$ cat src/pair_consts.svh
// Field and loop constants; LOOP_X must have its top bit set and FE_P must be prime
`ifndef PAIR_CONSTS_SVH
`define PAIR_CONSTS_SVH

// Field element width and modulus
`define FE_BITS 16
`define FE_P 65521

// Curve y^2 = x^3 + b
`define CURVE_B 4

// Loop constant, walked from bit LOOP_BITS-2 down to bit 0
`define LOOP_X 16'hD201
`define LOOP_BITS 16

// Cycles from request to response in fp_mul
`define MUL_LAT 3

`endif

$ cat src/pair_pkg.sv
// Shared types and modular helpers; add/sub/dbl expect operands already below FE_P
`include "pair_consts.svh"

package pair_pkg;

  typedef logic [`FE_BITS-1:0] fe_t;

  typedef struct packed {
    fe_t x;
    fe_t y;
  } af_point_t;

  typedef struct packed {
    fe_t x;
    fe_t y;
    fe_t z;
  } jb_point_t;

  typedef enum logic {UNIT_DBL, UNIT_ADD} unit_tag_t;

  typedef struct packed {
    unit_tag_t  unit;
    logic [3:0] slot; // Temporary register index in the requester
  } mul_tag_t;

  typedef logic acc_tag_t; // 1 marks the square pass

  typedef struct packed {
    fe_t       f;
    jb_point_t t;
  } pair_res_t;

  function automatic fe_t add(fe_t a, fe_t b);
    logic [`FE_BITS:0] s;
    s = a + b;
    if (s >= `FE_P) s = s - `FE_P;
    return s[`FE_BITS-1:0];
  endfunction

  function automatic fe_t sub(fe_t a, fe_t b);
    logic [`FE_BITS:0] s;
    s = (a >= b) ? a - b : a + `FE_P - b; // Wrap below zero
    return s[`FE_BITS-1:0];
  endfunction

  function automatic fe_t dbl(fe_t a);
    return add(a, a);
  endfunction

endpackage

$ cat src/mul_share.sv
// Fixed priority to the doubling unit; grants are combinational and responses route by tag unit
`timescale 1ns/1ps
`include "pair_consts.svh"

module mul_share (
  input  logic               i_clk,
  input  logic               i_rst,
  input  logic               i_dbl_req_val,
  input  pair_pkg::fe_t      i_dbl_a,
  input  pair_pkg::fe_t      i_dbl_b,
  input  logic [3:0]         i_dbl_slot,
  output logic               o_dbl_gnt,
  input  logic               i_add_req_val,
  input  pair_pkg::fe_t      i_add_a,
  input  pair_pkg::fe_t      i_add_b,
  input  logic [3:0]         i_add_slot,
  output logic               o_add_gnt,
  output logic               o_dbl_rsp_val,
  output logic               o_add_rsp_val,
  output pair_pkg::fe_t      o_rsp_prod,
  output logic [3:0]         o_rsp_slot,
  output logic               o_req_val,
  output pair_pkg::fe_t      o_a,
  output pair_pkg::fe_t      o_b,
  output pair_pkg::mul_tag_t o_tag,
  input  logic               i_rsp_val,
  input  pair_pkg::fe_t      i_prod,
  input  pair_pkg::mul_tag_t i_tag
);
  import pair_pkg::*;

  always_comb begin
    o_dbl_gnt = i_dbl_req_val;
    o_add_gnt = i_add_req_val && !i_dbl_req_val; // Loses to doubling
    o_req_val = i_dbl_req_val || i_add_req_val;
    if (i_dbl_req_val) begin
      o_a   = i_dbl_a;
      o_b   = i_dbl_b;
      o_tag = '{unit: UNIT_DBL, slot: i_dbl_slot};
    end else begin
      o_a   = i_add_a;
      o_b   = i_add_b;
      o_tag = '{unit: UNIT_ADD, slot: i_add_slot};
    end
  end

  // Response demux
  assign o_dbl_rsp_val = i_rsp_val && (i_tag.unit == UNIT_DBL);
  assign o_add_rsp_val = i_rsp_val && (i_tag.unit == UNIT_ADD);
  assign o_rsp_prod    = i_prod;
  assign o_rsp_slot    = i_tag.slot;

  // Each response goes back to the unit granted MUL_LAT cycles before
  a_rsp_route : assert property (@(posedge i_clk) disable iff (i_rst)
    (o_dbl_rsp_val == $past(o_dbl_gnt, `MUL_LAT)) &&
    (o_add_rsp_val == $past(o_add_gnt, `MUL_LAT)));

endmodule

$ cat config.mk
export PLATFORM = sky130hd
export DESIGN_NAME = mul_share
export DESIGN_NICKNAME = d
export VERILOG_FILES = /design/src/pair_pkg.sv /design/src/mul_share.sv
export VERILOG_INCLUDE_DIRS = /design/src /design/src/src
export SDC_FILE = /design/constraint.sdc
export NUM_CORES = 1
export LEC_CHECK = 0
export ABC_AREA = 1
export BUFFER_PORTS_ARGS = -buffer_cell sky130_fd_sc_hd__buf_2
export CAP_MARGIN = 15
export CORE_AREA = 2 2 61 63
export DETAILED_ROUTE_END_ITERATION = 6
export DIE_AREA = 0 0 63 65
export PLACE_DENSITY = 0.78
export SLEW_MARGIN = 20
export SYNTH_ARGS = -nofsm -noshare
export SYNTH_HDL_FRONTEND = slang
export SYNTH_SLANG_ARGS = --single-unit
$ cat constraint.sdc
create_clock -name vclk -period 1.13
set_input_delay 0.2825 -clock vclk [all_inputs]
set_output_delay 0.2825 -clock vclk [all_outputs]
set_load 0.005 [all_outputs]
* Word-level counts from Yosys, hierarchy flattened *
Index checks and enable logic that the tools add are counted.

operators by class
  multiplexer cells = 3
  bitwise gates (word level) = 1
  reductions and logical operators = 5

operators by type and width
  operator           number
  $mux 16            2
  $mux 5             1
  $logic_and 1x1->1  3
  $logic_not 1->1    1
  $logic_or 1x1->1   1
  $not 1->1          1

storage, ports and cells
  bits in registers = 0
  output and inout port bits = 62
  logic and storage cells = 9

* Logic depth before layout (Yosys ltp) *
Gate-level depths: netlist of run 1.

  depth in word-level cells = 2
  depth in mapped cells = 5

* Worst setup path before layout of run 1 *
Ideal clock, no wire load.

  path kind = input port to output port
  start = input i_dbl_req_val
  end = output o_add_gnt
  data arrival time = 0.686 ns
  data required time = 0.847 ns
  setup slack = 0.161 ns
  cell stages on the path = 3
  cells stage by stage = buf_4 -> buf_8 -> nor2_1

on the way
  cells in the longest elaborated chain, start to end = 2

RTL lines
  element            line             source
  start, declared    mul_share.sv:8   input logic i_dbl_req_val,
  $logic_not 1->1    mul_share.sv:34  o_add_gnt = i_add_req_val && !i_dbl_req_val;
  $logic_and 1x1->1  mul_share.sv:34
  end, declared      mul_share.sv:17  output logic o_add_gnt,

Every way passes these cells.

* Final worst setup path of run 1 *
  start = input i_dbl_req_val
  end = output o_b[10]

on the way
  cells in the longest elaborated chain, start to end = 1

RTL lines
  element        line             source
  $mux 16        mul_share.sv:36  if (i_dbl_req_val) begin
  end, declared  mul_share.sv:24  output pair_pkg::fe_t o_b,

Every way passes these cells.

==> results of run 1 <==
## power groups by stage
stage               registers, mW  clock network (mW)  logic (mW)
floorplan                       0                   0       0.237
global placement                0                   0       0.406
detailed placement              0                   0       0.415
CTS                             0                   0       0.558
global route                    0                   0       0.697
finish                          0                   0       0.637
## what timing repair did
action	CTS	global route
endpoints found under the hold margin	0	0
setup endpoints to repair	36	37
gates resized for setup	44	45
pin swaps	0	5
setup buffers	4	0
cloned	6	2
## stage by stage
stage                util  setup slack, ns  std cells  hold WS, ns
global placement    0.326          -0.0362        286        0.565
finish              0.473          -0.0781        297        0.565
CTS                 0.418          -0.0534        296        0.565
detailed placement  0.326          -0.0517        286        0.565
floorplan               -            0.161        145        0.596
global route        0.473           -0.107        297        0.565
## how the worst max path moves through the flow
stage | startpoint | end | slack, ns
2_1_floorplan | i_dbl_req_val | o_add_gnt | 0.16
3_3_place_gp | i_dbl_req_val | o_b[14] | -0.04
3_5_place_dp | i_dbl_req_val | o_a[5] | -0.05
4_1_cts | i_dbl_req_val | o_b[14] | -0.05
5_1_grt | i_dbl_req_val | o_b[10] | -0.11
6_report | i_dbl_req_val | o_b[10] | -0.08
## cell type report
class,count,area [um2],area share
tap,48,60.1,0.0363
timing repair buffer,133,956,0.578
inverter,4,27.5,0.0166
multi-input combinational,112,611,0.369
## per-layer routing
layer,vias up,global-route usage
li1,618,-
met1,539,0.150
met2,55,0.258
met3,6,0.0122
met4,0,0.0222
met5,-,0
## cell usage in the layout (no fill, tap or decap)
cell and count:
nand2_4 13, buf_8 1, nor2_1 2, clkinv_8 1, buf_2 113, buf_12 5, nand2_1 60, inv_1 3
clkbuf_16 2, buf_16 6, buf_4 2, nand2_2 37, buf_6 4
## logic make-up (layout without fill, tap and decap cells)
| logic type | after synthesis | count (layout) | share of synthesized area |
|---|---|---|---|
| buf+inv | 33 | 137 | 0.386 |
| simple gates | 112 | 112 | 0.614 |
==> results_dict.tcl, run 1 <==
set metrics [dict create \
    status "finished with violations" \
    violations "negative setup slack" \
    critPathMostFrequentCell "nand2_1" \
    crit_buf_inv 5 \
    yosysTopAreaCellShare 0.603 \
    area_delta_synth_final_pct 142 \
    dr_wl_met3_um 200 \
    wl_mm 3.19 \
    critPathMaxStageDelay_ns 0.15 \
    synthTopCellsByArea "nand2_1, buf_4, buf_8" \
    finalPower_mw 0.637 \
    dieWidth_um 63 \
    routed-wl-met2_mm 1.75 \
    synth_nets 243 \
    drive_above_1_share 0.739 \
    grt_usage 0.130 \
    synth_commonest_cells "nand2_1, buf_4, buf_6, buf_8, inv_1" \
    fin_ws_ns -0.0781 \
    grt_pass1_wl_mm 4.45 \
    syn_inst 145 \
    slew_headroom 0.886 \
    syn_area_um2 684 \
    diodes 0 \
    wl_per_cell_um 10.7 \
    grt_pass1_vias 1075 \
    topRoutingLayerUsed "met4" \
    place_hpwl_mm 2.03 \
    synth_warnings 0 \
    num_vias 1218 \
    drt_iter0_drc 5 \
    cp.depth 7 \
    rsz0062_at_grt "true" \
    via_per_inst 4.10 \
    p_sw_frac 0.426 \
    fin_area_um2 1650 \
    grt_max_degree 19 \
    worstHoldStart "i_prod[13]" \
    n_sequential_cell 0 \
    fp.dieArea_um2 4100 \
    synth_top_area_cell "nand2_1" \
    placed_area_um2 1140 \
    fmax_ghz 0.828 \
    period_minus_slack_ns 1.21 \
    remaining_drc_errors 0 \
    crit_type "in -> out" \
    p_clk_frac 0 \
    power_density_nw_per_um2 385 \
    worst-path-max-fanout 4 \
    fillers 371 \
    post-route-period-util 1.07 \
    crit_slowest_cell "clkbuf_16" \
    worst_hold_path_type "in -> out" \
    core_area_um2 3500 \
    nNetsFinal 349 \
    crit_chain "buf_12 -> clkinv_8 -> buf_8 -> clkbuf_16 -> nand2_1 -> nand2_1 -> buf_2" \
    critical_path_arrival_ns 0.93 \
    routabilityCongestion 0.694 \
    place.port_buffers 118 \
    worstMarginPinSlew_ns 0.170 \
    synth_most_common_cell "nand2_1" \
    register_area_um2 0 \
    clock_buffers 0 \
    power_switching_mw 0.271 \
    cts_hold_buffers 0 \
    routedLengthMet1_mm 1.21 \
    ir_drop_uv 179 \
    min_to "o_rsp_prod[13]" \
    num_rows 22 \
    combPwrFrac 1.000 \
    die_y_um 65 \
    worst_ep_required_time_ns 0.85 \
    setup_viol 34 \
    setup_tns_ns -1.55 \
    min_path_cells 0 \
    grt_overflow 0 \
    intPower_mw 0.366 \
    ant_nets 0 \
    antenna_found_initial 0 \
    maxSlewViolCount 0 \
    start_kind "input port" \
    final-hold-violation-count 0 \
    synth-seq-area-share 0 \
    cp_top_family "buffers and inverters" \
    initial_core_util 0.196 \
    syn_avg_cell_area_um2 4.72 \
    seq_power_share 0 \
    synth.distinct_cells 8 \
    pin_count 160 \
    worst_setup_path_end_kind "output pin" \
    drtPass1Iterations 2 \
    cap_violations 0 \
    leakagePower_nw 1.07 \
]
Power figures use the tool's default switching activity.
==> run 2, diff against run 1 <==
Settings changed: BUFFER_PORTS_ARGS -buffer_cell sky130_fd_sc_hd__buf_2 to not set, CORE_AREA 2 2 61 63 to 2 2 62 64, DIE_AREA 0 0 63 65 to 0 0 64 66, DONT_BUFFER_PORTS set to 1, PLACE_DENSITY 0.78 to 0.37.
==> results_dict.tcl, run 2 (synthesis results as in run 1) <==
set metrics [dict create \
    area_delta_synth_final_pct -21.8 \
    nNetsFinal 218 \
    post_cts_buffers 0 \
    drt_iter0_drc 7 \
    final-hold-violation-count 0 \
    wl_mm 1.71 \
    dieWidth_um 64 \
    ant_nets 0 \
    grt_overflow 0 \
    n_sequential_cell 0 \
    initial_core_util 0.193 \
    grt_pass1_vias 472 \
    critPathMaxStageDelay_ns 0.15 \
    num_rows 22 \
    worst_hold_path_type "in -> out" \
    drive_above_1_share 0.0254 \
    worst_setup_path_end_kind "output pin" \
    critPathMostFrequentCell "nand2_1" \
    diodes 0 \
    clock_buffers 0 \
    layout_commonest_cell "nand2_1" \
    remaining_drc_errors 0 \
    pin_count 160 \
    grt_max_degree 40 \
    wl_per_cell_um 10.3 \
    maxSlewViolCount 0 \
    post-route-period-util 0.838 \
    routabilityCongestion 0.702 \
    fillers 433 \
    cap_violations 0 \
    rsz0062_at_grt "false" \
    core_area_um2 3550 \
    crit_type "in -> out" \
    fp.dieArea_um2 4220 \
    layout_common_cells "nand2_1, inv_1, nor2_1, buf_12, inv_2" \
    cts-resized-gates 0 \
    worstMarginPinSlew_ns 0.121 \
    place.port_buffers 0 \
    period_minus_slack_ns 0.947 \
    setup_tns_ns 0 \
    status "finished clean" \
    power_density_nw_per_um2 317 \
    worst_ep_required_time_ns 0.85 \
    cts_hold_buffers 0 \
    worst-path-max-fanout 39 \
    crit_buf_inv 2 \
    grt_usage 0.0551 \
    antenna_found_initial 0 \
    grt_pass1_wl_mm 1.93 \
    crit_slowest_cell "buf_12" \
    crit_chain "inv_2 -> buf_12 -> nand2_1 -> nand2_1" \
    whs_ns 0.565 \
    via_per_inst 4.27 \
    cp_top_family "buffers and inverters" \
    start_kind "input port" \
    place_hpwl_mm 1.42 \
    drtPass1Iterations 4 \
    slew_headroom 0.919 \
    fmax_ghz 1.06 \
    critical_path_arrival_ns 0.66 \
    die_y_um 66 \
    num_vias 709 \
    register_area_um2 0 \
    setup_viol 0 \
    ir_drop_uv 58.8 \
    leakagePower_nw 0.367 \
]
-- run 2: layout make-up --
class	count	area (um2)	share of cell area
multi-input cells	112	420	0.785
repair buffers	2	40.0	0.0748
well taps	48	60.1	0.112
inverters	4	15.0	0.0280
-- run 2: layer usage --
metal  track usage  vias to the layer above  share of wire
li1              -                      349              -
met1        0.0488                      277           0.33
met2         0.124                       77           0.49
met3        0.0119                        6           0.17
met4       0.00815                        0         0.0070
met5             0                        -              0
-- run 2: power breakdown --
part / switching (mW) / total [mW] / internal (mW)
logic: 0.105 / 0.170 / 0.0650
clock network: 0 / 0 / 0
registers: 0 / 0 / 0
-- run 2: worst paths after layout --
check | depth (start not counted) | end | slack, ns | from
worst max-delay path | 4 | o_b[2] | 0.18 | i_dbl_req_val
worst min-delay path | 0 | o_rsp_prod[1] | 0.57 | i_prod[1]
-- run 2: through the flow --
step	std cells	power, mW	setup slack [ns]	util	cell area (um2)
after floorplan	145	0.237	0.161	-	684
after global placement	166	0.172	0.165	0.151	536
after detailed placement	166	0.172	0.170	0.151	536
after CTS	166	0.172	0.170	0.151	536
after global routing	166	0.191	0.145	0.151	536
final	166	0.170	0.183	0.151	536
==> run 3, diff against run 2 <==
Settings changed: ABC_AREA 1 to 0, CORE_AREA 2 2 62 64 to 2 2 61 63, DIE_AREA 0 0 64 66 to 0 0 63 65.
Clock period 1.13 ns to 0.95 ns, I/O delays scaled along.
==> results_dict.tcl, run 3 <==
set metrics [dict create \
    finalPower_mw 0.196 \
    place_inst 89 \
    worstHoldStart "i_prod[15]" \
    drtPass1Iterations 2 \
    register_area_um2 0 \
    place.port_buffers 0 \
    crit_slowest_cell "mux2_2" \
    whs_ns 0.475 \
    synth_most_common_cell "mux2_2" \
    synth_compound_area_frac 0 \
    synth_nets 164 \
    num_vias 429 \
    setup_viol 0 \
    ir_drop_uv 81.7 \
    core_area_um2 3500 \
    yosys.area_share.simple 0.0382 \
    drive_above_1_share 0.878 \
    routabilityCongestion 0.709 \
    yosys.area_share.adder 0 \
    critical_path_arrival_ns 0.58 \
    rsz0062_at_grt "false" \
    die_y_um 65 \
    remaining_drc_errors 0 \
    power_density_nw_per_um2 376 \
    initial_core_util 0.188 \
    worst_hold_path_type "in -> out" \
    area_delta_synth_final_pct -20.6 \
    synth.area.mux_share 0.658 \
    period_minus_slack_ns 0.821 \
    fmax_ghz 1.22 \
    syn_area_um2 656 \
    grt_pass1_wl_mm 1.78 \
    start_kind "input port" \
    maxSlewViolCount 0 \
    cp_top_family "multiplexers" \
    worst_ep_required_time_ns 0.71 \
    critPathMaxStageDelay_ns 0.34 \
    antenna_found_initial 0 \
    fp.dieArea_um2 4100 \
    synth_commonest_cells "mux2_2, buf_4, mux2_4" \
    pin_count 160 \
    use_met3 0.0365 \
    post_cts_buffers 0 \
    grt_overflow 0 \
    layout_common_cells "mux2_2, mux2_4, nor2b_1" \
    final_util 0.149 \
    via_per_inst 4.82 \
    num_rows 22 \
    use_met2 0.102 \
    ant_nets 0 \
    yosysTopAreaCellShare 0.498 \
    wl_mm 1.51 \
    status "finished clean" \
    gr-usage-met1 0.0448 \
    synthTopCellsByArea "mux2_2, buf_4, mux2_4" \
    clock_buffers 0 \
    cp.depth 1 \
    worst-path-max-fanout 40 \
    grt_usage 0.0526 \
    worstMarginPinSlew_ns 0.146 \
    slew_headroom 0.903 \
    cts_hold_buffers 0 \
    synth_top_area_cell "mux2_2" \
    final_cells 89 \
    crit_start "i_dbl_req_val" \
    syn_inst 66 \
    synth.distinct_cells 8 \
    nNetsFinal 141 \
    synth-seq-area-share 0 \
    crit_type "in -> out" \
    layout_commonest_cell "mux2_2" \
    diodes 0 \
    post-route-period-util 0.864 \
    n_sequential_cell 0 \
    grt_max_degree 41 \
    min_to "o_rsp_prod[15]" \
    min_path_cells 0 \
    grt_busiest_layer "met2" \
    crit_buf_inv 0 \
    wl_per_cell_um 17.0 \
    drt_iter0_drc 2 \
    synth_warnings 0 \
    cap_violations 0 \
    worst_setup_path_end_kind "output pin" \
    synth_top_family_by_area "multiplexers" \
    syn_avg_cell_area_um2 9.93 \
    crit_chain "mux2_2" \
    dieWidth_um 63 \
    cts-resized-gates 0 \
    leakagePower_nw 0.185 \
    final-hold-violation-count 0 \
    grt_pass1_vias 361 \
    synth_xor_area_frac 0 \
]
==> run 3: cell types whose count changed in the layout (fill, tap and decap cells not counted), sizes merged <==
| cell | before | now |
|---|---|---|
| nand2 | 110 | 0 |
| buf | 2 | 0 |
| nor2 | 2 | 0 |
| nor2b | 0 | 2 |
| or2 | 0 | 1 |
| inv | 4 | 1 |
| and2 | 0 | 1 |
| mux2 | 0 | 36 |
==> run 3: routing by layer <==
layer  wire length, um  share of wire
met1               385           0.25
met2               771           0.51
met3               345           0.23
met4                10         0.0066
met5                 0              0
==> run 3: layout make-up <==
| cell class | count | area, um2 |
|---|---|---|
| Inverter | 1 | 3.75 |
| Tap cell | 48 | 60.1 |
| Fill cell | 408 | 2980 |
| Multi-Input combinational cell | 40 | 457 |
==> run 3: cells by family (layout without fill, tap and decap cells) <==
group | after synthesis | count (layout)
buffers and inverters | 26 | 1
multiplexers | 36 | 36
AND/OR/NAND/NOR | 4 | 4
==> run 3: worst max-delay path by stage <==
| stage | endpoint | slack [ns] |
|---|---|---|
| 4_1_cts | o_a[0] | 0.13 |
| 3_3_place_gp | o_a[0] | 0.13 |
| 6_report | o_a[0] | 0.13 |
| 5_1_grt | o_a[0] | 0.12 |
| 3_5_place_dp | o_a[0] | 0.13 |
| 2_1_floorplan | o_b[10] | -0.07 |
==> run 3: per-stage QoR <==
stage | worst slack (ns) | area (um2) | setup TNS, ns
2_1_floorplan | -0.0702 | 676 | -0.491
6_report | 0.129 | 520 | 0
3_3_place_gp | 0.131 | 520 | 0
4_1_cts | 0.131 | 520 | 0
3_5_place_dp | 0.133 | 520 | 0
5_1_grt | 0.124 | 520 | 0
==> run 3: power by group <==
part | total [mW] | leakage [nW] | internal [mW] | switching (mW)
Sequential | 0 | 0 | 0 | 0
Combinational | 0.196 | 0.185 | 0.131 | 0.0652
Clock | 0 | 0 | 0 | 0
